==> config.mk <==
export PLATFORM = sky130hd
export DESIGN_NAME = cpu_top
export DESIGN_NICKNAME = d
export VERILOG_FILES = /design/src/hw/cpu_pkg.sv /design/src/hw/ctrl_if.sv /design/src/hw/fetch_unit.sv /design/src/hw/decode_unit.sv /design/src/hw/execute_unit.sv /design/src/hw/result_unit.sv /design/src/hw/cpu_top.sv
export VERILOG_INCLUDE_DIRS = /design/src /design/src/hw
export SDC_FILE = /design/constraint.sdc
export NUM_CORES = 2
export LEC_CHECK = 0
export ABC_AREA = 0
export BUFFER_PORTS_ARGS = -buffer_cell sky130_fd_sc_hd__buf_2
export CAP_MARGIN = 20
export CORE_ASPECT_RATIO = 0.6
export CORE_MARGIN = 2
export CORE_UTILIZATION = 60
export CTS_CLUSTER_DIAMETER = 200
export DETAILED_ROUTE_END_ITERATION = 6
export PLACE_DENSITY_LB_ADDON = 0.15
export SLEW_MARGIN = 20
export SYNTH_ARGS = -nofsm -noshare
export SYNTH_HDL_FRONTEND = slang
export SYNTH_SLANG_ARGS = --single-unit
export TNS_END_PERCENT = 30
==> constraint.sdc <==
create_clock -name clk -period 12.7 [get_ports clk]
set_clock_uncertainty 0.1 [all_clocks]
set_input_delay 2.54 -clock clk [delete_from_list [all_inputs] [get_ports clk]]
set_output_delay 2.54 -clock clk [all_outputs]
set_load 0.02 [all_outputs]
==> src/hw/cpu_macros.svh <==
// cpu width and depth macros
`ifndef CPU_MACROS_SVH
`define CPU_MACROS_SVH

// data path
`define CPU_DATA_W      8    // acc, registers and memory bytes
`define CPU_NREGS       16   // r0 doubles as the accumulator
`define CPU_REG_AW      4    // register index bits

// program side
`define CPU_PC_W        8    // program counter bits
`define CPU_IMEM_DEPTH  256  // one word per pc value

// instruction format
`define CPU_INSTR_W     9    // opcode over operand
`define CPU_OP_W        4    // upper field
`define CPU_OPR_W       5    // lower field

// data memory
`define CPU_DMEM_DEPTH  32   // addressed by the full operand

`endif

==> src/hw/cpu_pkg.sv <==
// cpu shared types
package cpu_pkg;

  // instruction set, upper 4 bits of the instruction word
  typedef enum logic [3:0] {
    OP_ADD  = 4'h0,  // acc += r[opr], carry to sc
    OP_SUB  = 4'h1,  // acc -= r[opr], borrow to sc
    OP_AND  = 4'h2,
    OP_XOR  = 4'h3,
    OP_SHL  = 4'h4,  // through sc
    OP_SHR  = 4'h5,  // through sc
    OP_PAR  = 4'h6,  // pari = ^acc
    OP_LDI  = 4'h7,  // acc = const table
    OP_LD   = 4'h8,
    OP_ST   = 4'h9,
    OP_MOVA = 4'ha,  // r[opr] = acc
    OP_MOVR = 4'hb,  // acc = r[opr]
    OP_BSC  = 4'hc,
    OP_BPA  = 4'hd,
    OP_CLF  = 4'he,
    OP_HALT = 4'hf
  } opcode_e;

  typedef enum logic [2:0] {
    ALU_ADD,
    ALU_SUB,
    ALU_AND,
    ALU_XOR,
    ALU_SHL,
    ALU_SHR,
    ALU_PASS   // operand b straight through
  } alu_op_e;

  // accumulator write source
  typedef enum logic [1:0] {
    WB_ALU,
    WB_CONST,
    WB_MEM,
    WB_REG
  } wb_sel_e;

  typedef enum logic [1:0] {
    ST_IDLE,
    ST_RUN,
    ST_HALT
  } run_state_e;

endpackage

==> src/hw/ctrl_if.sv <==
// decoded control bundle
`timescale 1ns/1ps
`include "cpu_macros.svh"

interface ctrl_if import cpu_pkg::*; ();

  alu_op_e               alu_op;        // alu function
  logic                  b_from_const;  // b operand from constant table
  wb_sel_e               wb_sel;        // acc write source
  logic                  acc_we;        // r0 write
  logic                  reg_we;        // r[opr] write, mova only
  logic                  mem_we;        // dmem[opr] write
  logic                  sc_upd;        // load sc from alu
  logic                  pari_upd;      // load pari from acc
  logic                  flag_clr;      // clear both flags
  logic [`CPU_OPR_W-1:0] opr;           // raw operand field

  // decoder drives everything
  modport dec (
    output alu_op, b_from_const, wb_sel,
    output acc_we, reg_we, mem_we,
    output sc_upd, pari_upd, flag_clr,
    output opr
  );

  // alu and flag side
  modport exe (
    input alu_op, b_from_const,
    input sc_upd, pari_upd, flag_clr,
    input opr
  );

  // writeback, register file and dmem
  modport res (
    input wb_sel, acc_we, reg_we, mem_we,
    input opr
  );

endinterface

==> src/hw/fetch_unit.sv <==
// instruction fetch and run control
`timescale 1ns/1ps
`include "cpu_macros.svh"

module fetch_unit import cpu_pkg::*; (
  input  logic                    clk,
  input  logic                    rst_n,
  input  logic                    start,      // one-cycle pulse
  input  logic                    branch,     // taken branch from decode
  input  logic                    halt,       // halt seen by decode
  input  logic [`CPU_OPR_W-1:0]   opr,        // branch table index
  input  logic                    prog_we,    // program write strobe
  input  logic [`CPU_PC_W-1:0]    prog_addr,
  input  logic [`CPU_INSTR_W-1:0] prog_data,
  output logic [`CPU_INSTR_W-1:0] instr,
  output logic                    running,
  output logic                    done
);

  run_state_e              state;
  logic [`CPU_PC_W-1:0]    pc;
  logic [`CPU_PC_W-1:0]    target;   // from branch table
  logic [`CPU_INSTR_W-1:0] imem [`CPU_IMEM_DEPTH];

  // branch table, entry k sits at 8*k
  function automatic logic [`CPU_PC_W-1:0] branch_target(input logic [3:0] k);
    branch_target = `CPU_PC_W'(k) << 3;
  endfunction

  assign target  = branch_target(opr[3:0]);  // upper operand bit ignored
  assign instr   = imem[pc];                 // async read
  assign running = (state == ST_RUN);
  assign done    = (state == ST_HALT);       // level until next start

  // run state and pc
  always_ff @(posedge clk) begin
    if (!rst_n) begin
      state <= ST_IDLE;
      pc    <= '0;
    end else begin
      case (state)
        ST_IDLE, ST_HALT: begin
          if (start) begin
            state <= ST_RUN;
            pc    <= '0;                     // always from the top
          end
        end
        ST_RUN: begin
          if (halt) begin
            state <= ST_HALT;                // pc parks on the halt
          end else if (branch) begin
            pc <= target;
          end else begin
            pc <= pc + 1'b1;                 // wraps at the end
          end
        end
        default: state <= ST_IDLE;           // unused encoding
      endcase
    end
  end

  // program load port, locked out while running
  always_ff @(posedge clk) begin
    if (prog_we && !running) begin
      imem[prog_addr] <= prog_data;
    end
  end

endmodule

==> src/hw/decode_unit.sv <==
// opcode decoder
`timescale 1ns/1ps
`include "cpu_macros.svh"

module decode_unit import cpu_pkg::*; (
  input  logic [`CPU_INSTR_W-1:0] instr,
  input  logic                    running,  // enables gated on this
  input  logic                    sc_q,     // for bsc
  input  logic                    pari_q,   // for bpa
  ctrl_if.dec                     ctl,
  output logic                    branch,
  output logic                    halt
);

  opcode_e op;

  assign op      = opcode_e'(instr[`CPU_INSTR_W-1 -: `CPU_OP_W]);
  assign ctl.opr = instr[`CPU_OPR_W-1:0];

  // alu function, pass for everything that is not arithmetic
  always_comb begin
    case (op)
      OP_ADD:  ctl.alu_op = ALU_ADD;
      OP_SUB:  ctl.alu_op = ALU_SUB;
      OP_AND:  ctl.alu_op = ALU_AND;
      OP_XOR:  ctl.alu_op = ALU_XOR;
      OP_SHL:  ctl.alu_op = ALU_SHL;
      OP_SHR:  ctl.alu_op = ALU_SHR;
      default: ctl.alu_op = ALU_PASS;   // ldi lands here
    endcase
  end

  // enables and flow control
  always_comb begin
    ctl.b_from_const = 1'b0;
    ctl.wb_sel       = WB_ALU;
    ctl.acc_we       = 1'b0;
    ctl.reg_we       = 1'b0;
    ctl.mem_we       = 1'b0;
    ctl.sc_upd       = 1'b0;
    ctl.pari_upd     = 1'b0;
    ctl.flag_clr     = 1'b0;
    branch           = 1'b0;
    halt             = 1'b0;
    if (running) begin                  // idle or halted, all quiet
      case (op)
        OP_ADD, OP_SUB, OP_SHL, OP_SHR: begin
          ctl.acc_we = 1'b1;
          ctl.sc_upd = 1'b1;            // carry, borrow or bit out
        end
        OP_AND, OP_XOR: ctl.acc_we = 1'b1;
        OP_PAR:  ctl.pari_upd = 1'b1;   // acc untouched
        OP_LDI: begin
          ctl.b_from_const = 1'b1;
          ctl.wb_sel       = WB_CONST;
          ctl.acc_we       = 1'b1;
        end
        OP_LD: begin
          ctl.wb_sel = WB_MEM;
          ctl.acc_we = 1'b1;
        end
        OP_ST:   ctl.mem_we = 1'b1;
        OP_MOVA: ctl.reg_we = 1'b1;
        OP_MOVR: begin
          ctl.wb_sel = WB_REG;
          ctl.acc_we = 1'b1;
        end
        OP_BSC:  branch = sc_q;         // taken on set flag
        OP_BPA:  branch = pari_q;
        OP_CLF:  ctl.flag_clr = 1'b1;
        OP_HALT: halt = 1'b1;
      endcase
    end
  end

endmodule

==> src/hw/execute_unit.sv <==
// alu, constant table and flags
`timescale 1ns/1ps
`include "cpu_macros.svh"

module execute_unit import cpu_pkg::*; (
  input  logic                   clk,
  input  logic                   rst_n,
  ctrl_if.exe                    ctl,
  input  logic [`CPU_DATA_W-1:0] acc,       // operand a, always r0
  input  logic [`CPU_DATA_W-1:0] reg_b,     // r[opr]
  output logic [`CPU_DATA_W-1:0] alu_rslt,
  output logic                   sc_q,      // shift/carry flag
  output logic                   pari_q     // parity flag
);

  localparam int NCONST = 1 << `CPU_OPR_W;  // one entry per operand value

  logic [`CPU_DATA_W-1:0] ctab [NCONST];    // constant table
  logic [`CPU_DATA_W-1:0] op_b;
  logic [`CPU_DATA_W:0]   wide;             // msb is carry/borrow/bit out
  logic                   sc_d;
  logic                   pari_d;

  // entry i = 7*i + 3, wrapped to a byte
  always_comb begin
    for (int i = 0; i < NCONST; i++) begin
      ctab[i] = `CPU_DATA_W'(7 * i + 3);
    end
  end

  assign op_b = ctl.b_from_const ? ctab[ctl.opr] : reg_b;

  // alu proper
  always_comb begin
    wide = '0;
    case (ctl.alu_op)
      ALU_ADD: wide = {1'b0, acc} + {1'b0, op_b};   // bit 8 carry
      ALU_SUB: wide = {1'b0, acc} - {1'b0, op_b};   // bit 8 set when acc < b
      ALU_AND: wide[`CPU_DATA_W-1:0] = acc & op_b;
      ALU_XOR: wide[`CPU_DATA_W-1:0] = acc ^ op_b;
      ALU_SHL: wide = {acc, sc_q};                  // msb out, sc in at lsb
      ALU_SHR: begin
        // lsb out to the top bit, sc shifted in at msb
        wide = {acc[0], sc_q, acc[`CPU_DATA_W-1:1]};
      end
      default: wide[`CPU_DATA_W-1:0] = op_b;        // pass, ldi path
    endcase
  end

  assign alu_rslt = wide[`CPU_DATA_W-1:0];
  assign sc_d     = wide[`CPU_DATA_W];
  assign pari_d   = ^acc;                          // parity of acc as it stands

  // flag registers
  always_ff @(posedge clk) begin
    if (!rst_n) begin
      sc_q   <= 1'b0;
      pari_q <= 1'b0;
    end else if (ctl.flag_clr) begin  // clf wins
      sc_q   <= 1'b0;
      pari_q <= 1'b0;
    end else begin
      if (ctl.sc_upd) begin
        sc_q <= sc_d;
      end
      if (ctl.pari_upd) begin
        pari_q <= pari_d;
      end
    end
  end

endmodule

==> src/hw/result_unit.sv <==
// register file, data memory and writeback
`timescale 1ns/1ps
`include "cpu_macros.svh"

module result_unit import cpu_pkg::*; (
  input  logic                   clk,
  input  logic                   rst_n,
  ctrl_if.res                    ctl,
  input  logic [`CPU_DATA_W-1:0] alu_rslt,
  input  logic [`CPU_REG_AW-1:0] dbg_addr,
  output logic [`CPU_DATA_W-1:0] acc,       // r0
  output logic [`CPU_DATA_W-1:0] reg_b,     // r[opr]
  output logic [`CPU_DATA_W-1:0] dbg_data
);

  logic [`CPU_DATA_W-1:0] regs [`CPU_NREGS];
  logic [`CPU_DATA_W-1:0] dmem [`CPU_DMEM_DEPTH];
  logic [`CPU_REG_AW-1:0] ridx;    // low operand bits
  logic [`CPU_DATA_W-1:0] mem_q;
  logic [`CPU_DATA_W-1:0] acc_d;   // next accumulator

  assign ridx     = ctl.opr[`CPU_REG_AW-1:0];
  assign acc      = regs[0];
  assign reg_b    = regs[ridx];
  assign mem_q    = dmem[ctl.opr];   // async read
  assign dbg_data = regs[dbg_addr];

  // acc source
  always_comb begin
    case (ctl.wb_sel)
      WB_ALU:   acc_d = alu_rslt;
      WB_CONST: acc_d = alu_rslt;    // constant comes through alu pass
      WB_MEM:   acc_d = mem_q;
      WB_REG:   acc_d = reg_b;       // movr
    endcase
  end

  // register file, one write per cycle
  always_ff @(posedge clk) begin
    if (!rst_n) begin
      for (int i = 0; i < `CPU_NREGS; i++) begin
        regs[i] <= '0;
      end
    end else if (ctl.acc_we) begin
      regs[0] <= acc_d;
    end else if (ctl.reg_we) begin
      regs[ridx] <= acc;             // mova copies acc out
    end
  end

  // data memory, st only
  always_ff @(posedge clk) begin
    if (ctl.mem_we) begin
      dmem[ctl.opr] <= acc;
    end
  end

endmodule

==> src/hw/cpu_top.sv <==
// accumulator cpu top level
`timescale 1ns/1ps
`include "cpu_macros.svh"

module cpu_top (
  input  logic                    clk,
  input  logic                    rst_n,
  input  logic                    start,       // one-cycle pulse
  input  logic                    prog_we,     // program write strobe
  input  logic [`CPU_PC_W-1:0]    prog_addr,
  input  logic [`CPU_INSTR_W-1:0] prog_data,
  input  logic [`CPU_REG_AW-1:0]  dbg_addr,    // register to peek
  output logic                    done,
  output logic [`CPU_DATA_W-1:0]  dbg_data,
  output logic                    flags_sc,
  output logic                    flags_pari
);

  logic [`CPU_INSTR_W-1:0] instr;
  logic                    running;
  logic                    branch;
  logic                    halt;
  logic [`CPU_DATA_W-1:0]  acc;
  logic [`CPU_DATA_W-1:0]  reg_b;
  logic [`CPU_DATA_W-1:0]  alu_rslt;

  ctrl_if ctl ();   // decoded control

  fetch_unit u_fetch (
    .clk       (clk),
    .rst_n     (rst_n),
    .start     (start),
    .branch    (branch),
    .halt      (halt),
    .opr       (ctl.opr),      // branch table index
    .prog_we   (prog_we),
    .prog_addr (prog_addr),
    .prog_data (prog_data),
    .instr     (instr),
    .running   (running),
    .done      (done)
  );

  decode_unit u_decode (
    .instr   (instr),
    .running (running),
    .sc_q    (flags_sc),       // flags come straight off the execute regs
    .pari_q  (flags_pari),
    .ctl     (ctl.dec),
    .branch  (branch),
    .halt    (halt)
  );

  execute_unit u_execute (
    .clk      (clk),
    .rst_n    (rst_n),
    .ctl      (ctl.exe),
    .acc      (acc),
    .reg_b    (reg_b),
    .alu_rslt (alu_rslt),
    .sc_q     (flags_sc),
    .pari_q   (flags_pari)
  );

  result_unit u_result (
    .clk      (clk),
    .rst_n    (rst_n),
    .ctl      (ctl.res),
    .alu_rslt (alu_rslt),
    .dbg_addr (dbg_addr),
    .acc      (acc),
    .reg_b    (reg_b),
    .dbg_data (dbg_data)
  );

endmodule

# [Word-level counts from Yosys, hierarchy flattened]
# Memories as Yosys holds them, arrays and structs flattened. A register that Yosys moved wholly into a read port is not among the register bits.
# Cells that the tools add are included.
[op_classes] n_mux=52 n_bitwise=5 magnitude_cmp=1 reduce_logical=16 addsub=3 eq_ne=28
[ops] operator="8-bit 2-to-1 mux" count=10
[ops] operator="8-bit one-hot mux with 6 select lines" count=1
[ops] operator="4-bit equality test, second input constant" count=8
[ops] operator="1-bit 2-to-1 mux" count=30
[ops] operator="8-bit one-hot mux with 3 select lines" count=1
[ops] operator="3-bit one-hot mux with 6 select lines" count=1
[ops] operator="4-bit by 3-bit equality test with 1-bit output, second input constant" count=4
[ops] operator="8-bit one-hot mux with 2 select lines" count=1
[ops] operator="8-bit by 8-bit adder with 9-bit output" count=1
[ops] operator="9-bit OR reduction" count=1
[ops] operator="8-bit by 8-bit subtractor with 9-bit output" count=1
[ops] operator="8-bit by 1-bit adder with 8-bit output, second input constant" count=1
[ops] operator="8-bit AND" count=1
[ops] operator="4-bit by 2-bit equality test with 1-bit output, second input constant" count=2
[ops] operator="8-bit OR reduction" count=1
[ops] operator="8-bit parity" count=1
[ops] operator="8-bit XOR" count=1
[ops] operator="2-bit equality test, second input constant" count=3
[ops] operator="3-bit by 2-bit equality test with 1-bit output, second input constant" count=2
[ops] operator="3-bit equality test, second input constant" count=2
[ops] operator="6-bit >= comparator, second input constant" count=1
[ops] operator="2-bit 2-to-1 mux" count=3
[ops] operator="2-bit != test, second input constant" count=3
[ops] operator="5-bit NOT with 6-bit output" count=1
[ops] operator="other kinds (20)" count=24
[totals] romBits=256 n_memories=4 ff_bits=12 word_cells=113 mem_bits_rw=2688 inputBits=25
[memory_table] memory="u_fetch.imem" words=256 width=9 rd=1 rd_clocked_by_memory_dff=1 wr=1 line="fetch_unit.sv:23" text="logic [`CPU_INSTR_W-1:0] imem [`CPU_IMEM_DEPTH];"
[memory_table] memory="(no name shown)" words=32 width=8 rd=1 rd_clocked_by_memory_dff=0 wr=0 line="execute_unit.sv:31" text="assign op_b = ctl.b_from_const ? ctab[ctl.opr] : reg_b;"
[memory_table] memory="u_result.dmem" words=32 width=8 rd=1 rd_clocked_by_memory_dff=0 wr=1 line="result_unit.sv:17" text="logic [`CPU_DATA_W-1:0] dmem [`CPU_DMEM_DEPTH];"
[memory_table] memory="u_result.regs" words=16 width=8 rd=3 rd_clocked_by_memory_dff=0 wr=16 line="result_unit.sv:16" text="logic [`CPU_DATA_W-1:0] regs [`CPU_NREGS];"

# [Depth between registers and ports, before layout]
[depth] word_depth=10 ltp_mapped=36 mapped_depth_nobuf=26

# [Modules after synthesis]
# From an unflattened synthesis, not the netlist that was laid out.
[hier_totals] cells_unflattened=5477 area_unflattened_um2=108801.8
[by_module_without_submodules] mod="fetch_unit" instances=1 cells_each=4259 area_per_inst_um2=90091.4 seq_area_each_um2=69546.7
[by_module_without_submodules] mod="result_unit" instances=1 cells_each=963 area_per_inst_um2=16971.3 seq_area_each_um2=11531.1
[by_module_without_submodules] mod="execute_unit" instances=1 cells_each=226 area_per_inst_um2=1564.0 seq_area_each_um2=40.0
[by_module_without_submodules] mod="decode_unit" instances=1 cells_each=29 area_per_inst_um2=175.2 seq_area_each_um2=0.0

# [Worst setup path before layout]
# OpenSTA, ideal clock, no wires.
[synth_path] kind="input-to-output" from="in dbg_addr[0]" to="out dbg_data[0]" arrival_ns=4.399 path_slack_ns=5.661 path_buffers=2 cell_stages=4 path_cell_list="clkbuf_1 > buf_1 > mux4_2 > mux4_2"
[synth_via] elab_chain_len=1
[synth_lines] element="start: declaration" line="cpu_top.sv:12" text="input logic [`CPU_REG_AW-1:0] dbg_addr,"
[synth_lines] element="memory read 16 x 8 bit"
[synth_lines] element="end: declaration" line="cpu_top.sv:14" text="output logic [`CPU_DATA_W-1:0] dbg_data,"
# Every way passes these cells.

==> results <==
- The flow ran to the end, and the final reports show no timing, DRC or antenna violations.
- The fraction of final layout cells sized beyond drive strength 1 is 21.63%.
- The worst setup path is launched from a flop.
- The post-synthesis to final-layout area growth is 9.519%.
- 36 I/O pins were placed.
- The die covers 0.1860 mm².
- The class of the most critical setup path is reg2reg.
- After layout, the worst path uses 76.38% of the clock period.
- CTS built an H-tree with a depth of 4.
- Wire segments on met2 add up to 129300 µm in the final route.
- The sequential element share of the synthesized area is 74.10%.
- The number of enable flip-flop cells after synthesis is 2688.
- The total clock sinks is 2708.
- After clock tree synthesis, the clock-pin slew on the worst setup and hold paths is 70 ps.
- The number of unique standard cell types used by synthesis is 102.
- Of the post-synthesis cell area, the dominant cell type holds 73.74%.
- The worst path needs 9700 ps of the cycle, external delays included.
- After synthesis, the cell types taking the most area are edfxtp_1, mux4_2, mux2i_1, nor2_1, nand2_1.
- The average instance in the mapped netlist occupies 19.05 µm².
- Clock latency on the worst-skew pair, taken at its later pin, is 900 ps.
- In this run the most critical hold path is launched from u_fetch.pc[7].
- In this run the worst path has a maximum fanout of 39.
- The row count is 121.
- The setup slack of the worst register-to-register path is 3000 ps.
- The via count of the first global-routing pass is 56539.
- The first global-routing pass estimated 445600 µm of wire.
- The first TritonRoute pass finished after 7 iterations.
- The effective utilization at floorplan is 60.35%.
- The max-slew violation count is 0.
- Input and output buffers added on the ports amount to 35.
- The post-cts resize count is 0.
- For this run, design rule violations remaining after detail routing come to 0.
- The filler cells instantiated in the layout total 11832.
- The post-route setup TNS is 0 ps.
- Of the total power, the share spent switching nets is 21.71%.
- The residual overflow from global routing is 0.
- The share of power burned in the clock network is 39.7%.
- The die boundary height is 334.9 µm.
- Internal power comes to 14.01 mW.
- Counting every instance in the synthesized netlist gives 5747.
- The number of stages on the worst hold path is 2.
- The number of antenna violations at the first check in global routing was 16.
- The remaining number of nets flagged by the antenna check after routing is 0.
- The transition at the pin with the smallest max-transition slack is 1409 ps.
- Measured on the finished design, the core utilization comes to 66.10%.
- The die is 555.4 µm wide.
- The endpoint identified for the worst register-to-register timing path is u_result.regs[0][7].
- The cell taking the most area after synthesis is edfxtp_1.
- The hold violation count in the final report is 0.
- The count of buffers added by post-CTS timing repair for setup is 0.
- The highest layer touched by signal routing is met5.
- In the final layout, flip-flops and latches occupy 0.08114 mm².
- Setup violations remaining at the end of the flow were counted as 0.
- The initial detailed-routing violation count is 12260.
- Combinational logic is responsible for 5.2% of the overall power.
- The static leakage power is 37.19 nW.
- The worst pin sits at a relative slew slack of 5.061%.
- The worst-case IR drop observed on VDD is 0.0001395 V.
- The proportion of synthesized flip-flops having asynchronous set or reset is 0%.
- Hold repair after CTS inserted 0 buffers.
- The largest net degree at the start of global routing is 159.
- Setup repair after global routing left no endpoint under its margin.
- The worst setup path is captured at a flop.
- The estimated wirelength of the detail-placed design is 202400 µm.
- In this run the standard cell core region covers 0.1814 mm².
- The warning count from the yosys run is 0.
- The required time reported for the critical path endpoint is 13200 ps.
- The multi-input gate area in the final layout is 0.02626 mm².
- The worst hold path terminates at u_fetch.pc[7].
- For this design the total switching power over the nets is 3.886 mW.
- The achievable clock frequency is 0.1031 GHz.
- After synthesis the cells add up to 0.1095 mm².
- The wire length reported by the detailed router is 320500 µm.
- Max-cap violations in this run came to 0.
- After synthesis the netlist holds a flip-flop and latch count of 2708.
- The class of the most critical hold timing path is reg2reg.
- The post-route met1 wirelength is 127600 µm.
- The total number of vias is 61011.
- The sequential fraction of design power is 55.2%.
- The average vias per placed instance is 7.200.
- The number of nets in the synthesized netlist is 5800.
- The routed length per placed instance is 37.83 µm.
- Buffers inserted during clock tree synthesis total 235.
- At the end of the flow, the number of nets in the layout was 5916.
- The met3 wire length is 55800 µm.
- The ratio of total power to cell area is 149.3 mW/mm².
- The most instantiated flip-flop cell in the synthesis netlist is edfxtp_1.
- The longest clock path from root to sink contains 4 buffers.
- TritonCTS built the clock tree.
- The arrival time reported for the critical path endpoint is 10200 ps.
- The congestion estimate from routability-driven global placement came to 0.9639.
- The root buffer cell is clkbuf_16.
- The total global routing track utilization is 34.58%.
- The number of cells traversed by the worst register-to-register path is 27.
==> synth_stat cells (11+ instances only) <==
library cell and count:
o221ai_1 14, mux4_1 15, and2_1 20, nand2_1 334, buf_8 13, xnor2_1 17
nor2b_1 29, nor3_1 14, mux2_2 50, nand3_1 146, and3_1 14, buf_1 15
or3_1 14, a32oi_1 18, o22ai_1 23, edfxtp_1 2688, buf_4 67, ha_1 26
dfxtp_1 20, nand2b_1 19, o21ai_0 51, buf_2 85, mux4_2 580, nand4_1 21
clkbuf_1 115, a22oi_1 128, inv_1 43, a22o_1 17, mux2i_1 244, nor2_1 505
a211oi_1 23, a31oi_1 25, a221oi_1 11, buf_6 40, a21oi_1 98, o211ai_1 25
==> cells in the final DEF (no fill, tap or decap), types with 25 or more instances in the layout <==
| cell type | count |
|---|---|
| a21oi_1 | 98 |
| a22oi_1 | 128 |
| a31oi_1 | 25 |
| buf_2 | 26 |
| buf_4 | 170 |
| clkbuf_1 | 41 |
| clkbuf_16 | 237 |
| clkinv_1 | 48 |
| clkinv_2 | 66 |
| edfxtp_1 | 2688 |
| ha_1 | 26 |
| inv_1 | 41 |
| mux2_2 | 50 |
| mux2i_1 | 243 |
| mux4_2 | 580 |
| nand2_1 | 331 |
| nand3_1 | 145 |
| nor2_1 | 442 |
| nor2_2 | 63 |
| o211ai_1 | 25 |
| o21ai_0 | 51 |
==> how the worst max path moves through the flow <==
stage	from	to	slack (ps)	cells past startpoint
floorplan	dbg_addr[0]	dbg_data[0]	5660	4
global placement	flop	u_result.regs[0][7]	3350	27
detailed placement	flop	u_result.regs[0][7]	3270	27
global route	flop	u_result.regs[0][7]	2580	27
CTS	flop	u_result.regs[0][7]	3230	27
finish	flop	u_result.regs[0][7]	3000	27
==> flip-flops by register name (all words and copies together) (netlist names), named ones only <==
register          flops
u_fetch.imem       2304
u_result.dmem       256
u_result.regs       128
u_fetch.pc            8
u_execute.pari_q      1
u_execute.sc_q        1
u_fetch.state         2
==> power groups by stage <==
stage	clock [mW]	combinational (mW)	sequential [mW]
detailed placement	0	0.903	10.1
CTS	7.11	0.906	9.87
finish	7.10	0.927	9.87
global route	7.45	0.976	9.87
floorplan	0	0.551	10.1
global placement	0	0.892	10.1
==> final cells by class <==
| class | instances | area share (%) |
|---|---|---|
| clock inverters | 148 | 1.091 |
| diodes | 24 | 0.05010 |
| repair buffers | 222 | 1.537 |
| inverters | 51 | 0.1628 |
| clock buffers | 278 | 5.075 |
| well taps | 2398 | 2.503 |
| multi-input cells | 2645 | 21.90 |
| flip-flops and latches | 2708 | 67.68 |
==> stage by stage <==
stage | power [mW] | setup slack, ps | hold WS (ps) | instance area, µm² | std cells
finish | 17.90 | 3000 | 407.1 | 119900 | 8474
global route | 18.30 | 2579 | 438.5 | 119800 | 8450
CTS | 17.89 | 3228 | 412.6 | 119700 | 8445
detailed placement | 10.97 | 3266 | 398.9 | 112300 | 8019
global placement | 10.96 | 3351 | 383.9 | 112000 | 8007
floorplan | 10.61 | 5661 | 354.8 | 109500 | 5747
==> cell families (layout without fill, tap and decap cells) <==
group | Yosys count | after routing | share of synthesized area (%)
AOI/OAI and AO/OA | 540 | 540 | 3.537
xor gates and xnor gates | 19 | 19 | 0.1520
adders and majority gates | 28 | 28 | 0.3338
buffers and inverters | 394 | 699 | 2.152
DFF | 2708 | 2708 | 74.10
muxes | 890 | 890 | 15.05
other | 0 | 24 | 0
and+or+nand+nor | 1168 | 1168 | 4.673
==> critical path: stages, from the launching register on <==
cell and delay, ps:
dfxtp_4 1010, buf_4 710, buf_4 760, mux4_2 590, a22oi_1 300, a21oi_1 200, o31ai_1 820, or2_1 290
buf_4 410, inv_2 280, nor2_1 880, buf_4 320, a32oi_1 80, nand4b_1 170, a31oi_1 210, ha_1 430
inv_1 60, a21oi_1 220, o21bai_1 120, a21oi_1 260, nor2_1 70, nor2_1 90, o21bai_1 90, xnor2_1 180
o22ai_1 100, or3_1 320, o221ai_1 150, a21oi_1 80
==> layer usage <==
layer	vias to the layer above	track usage, %
met5	-	0
met4	10	7.649
met3	540	15.30
met2	5187	44.85
met1	31635	53.89
li1	23639	-
No activity file was read; power rests on OpenSTA's default activity.
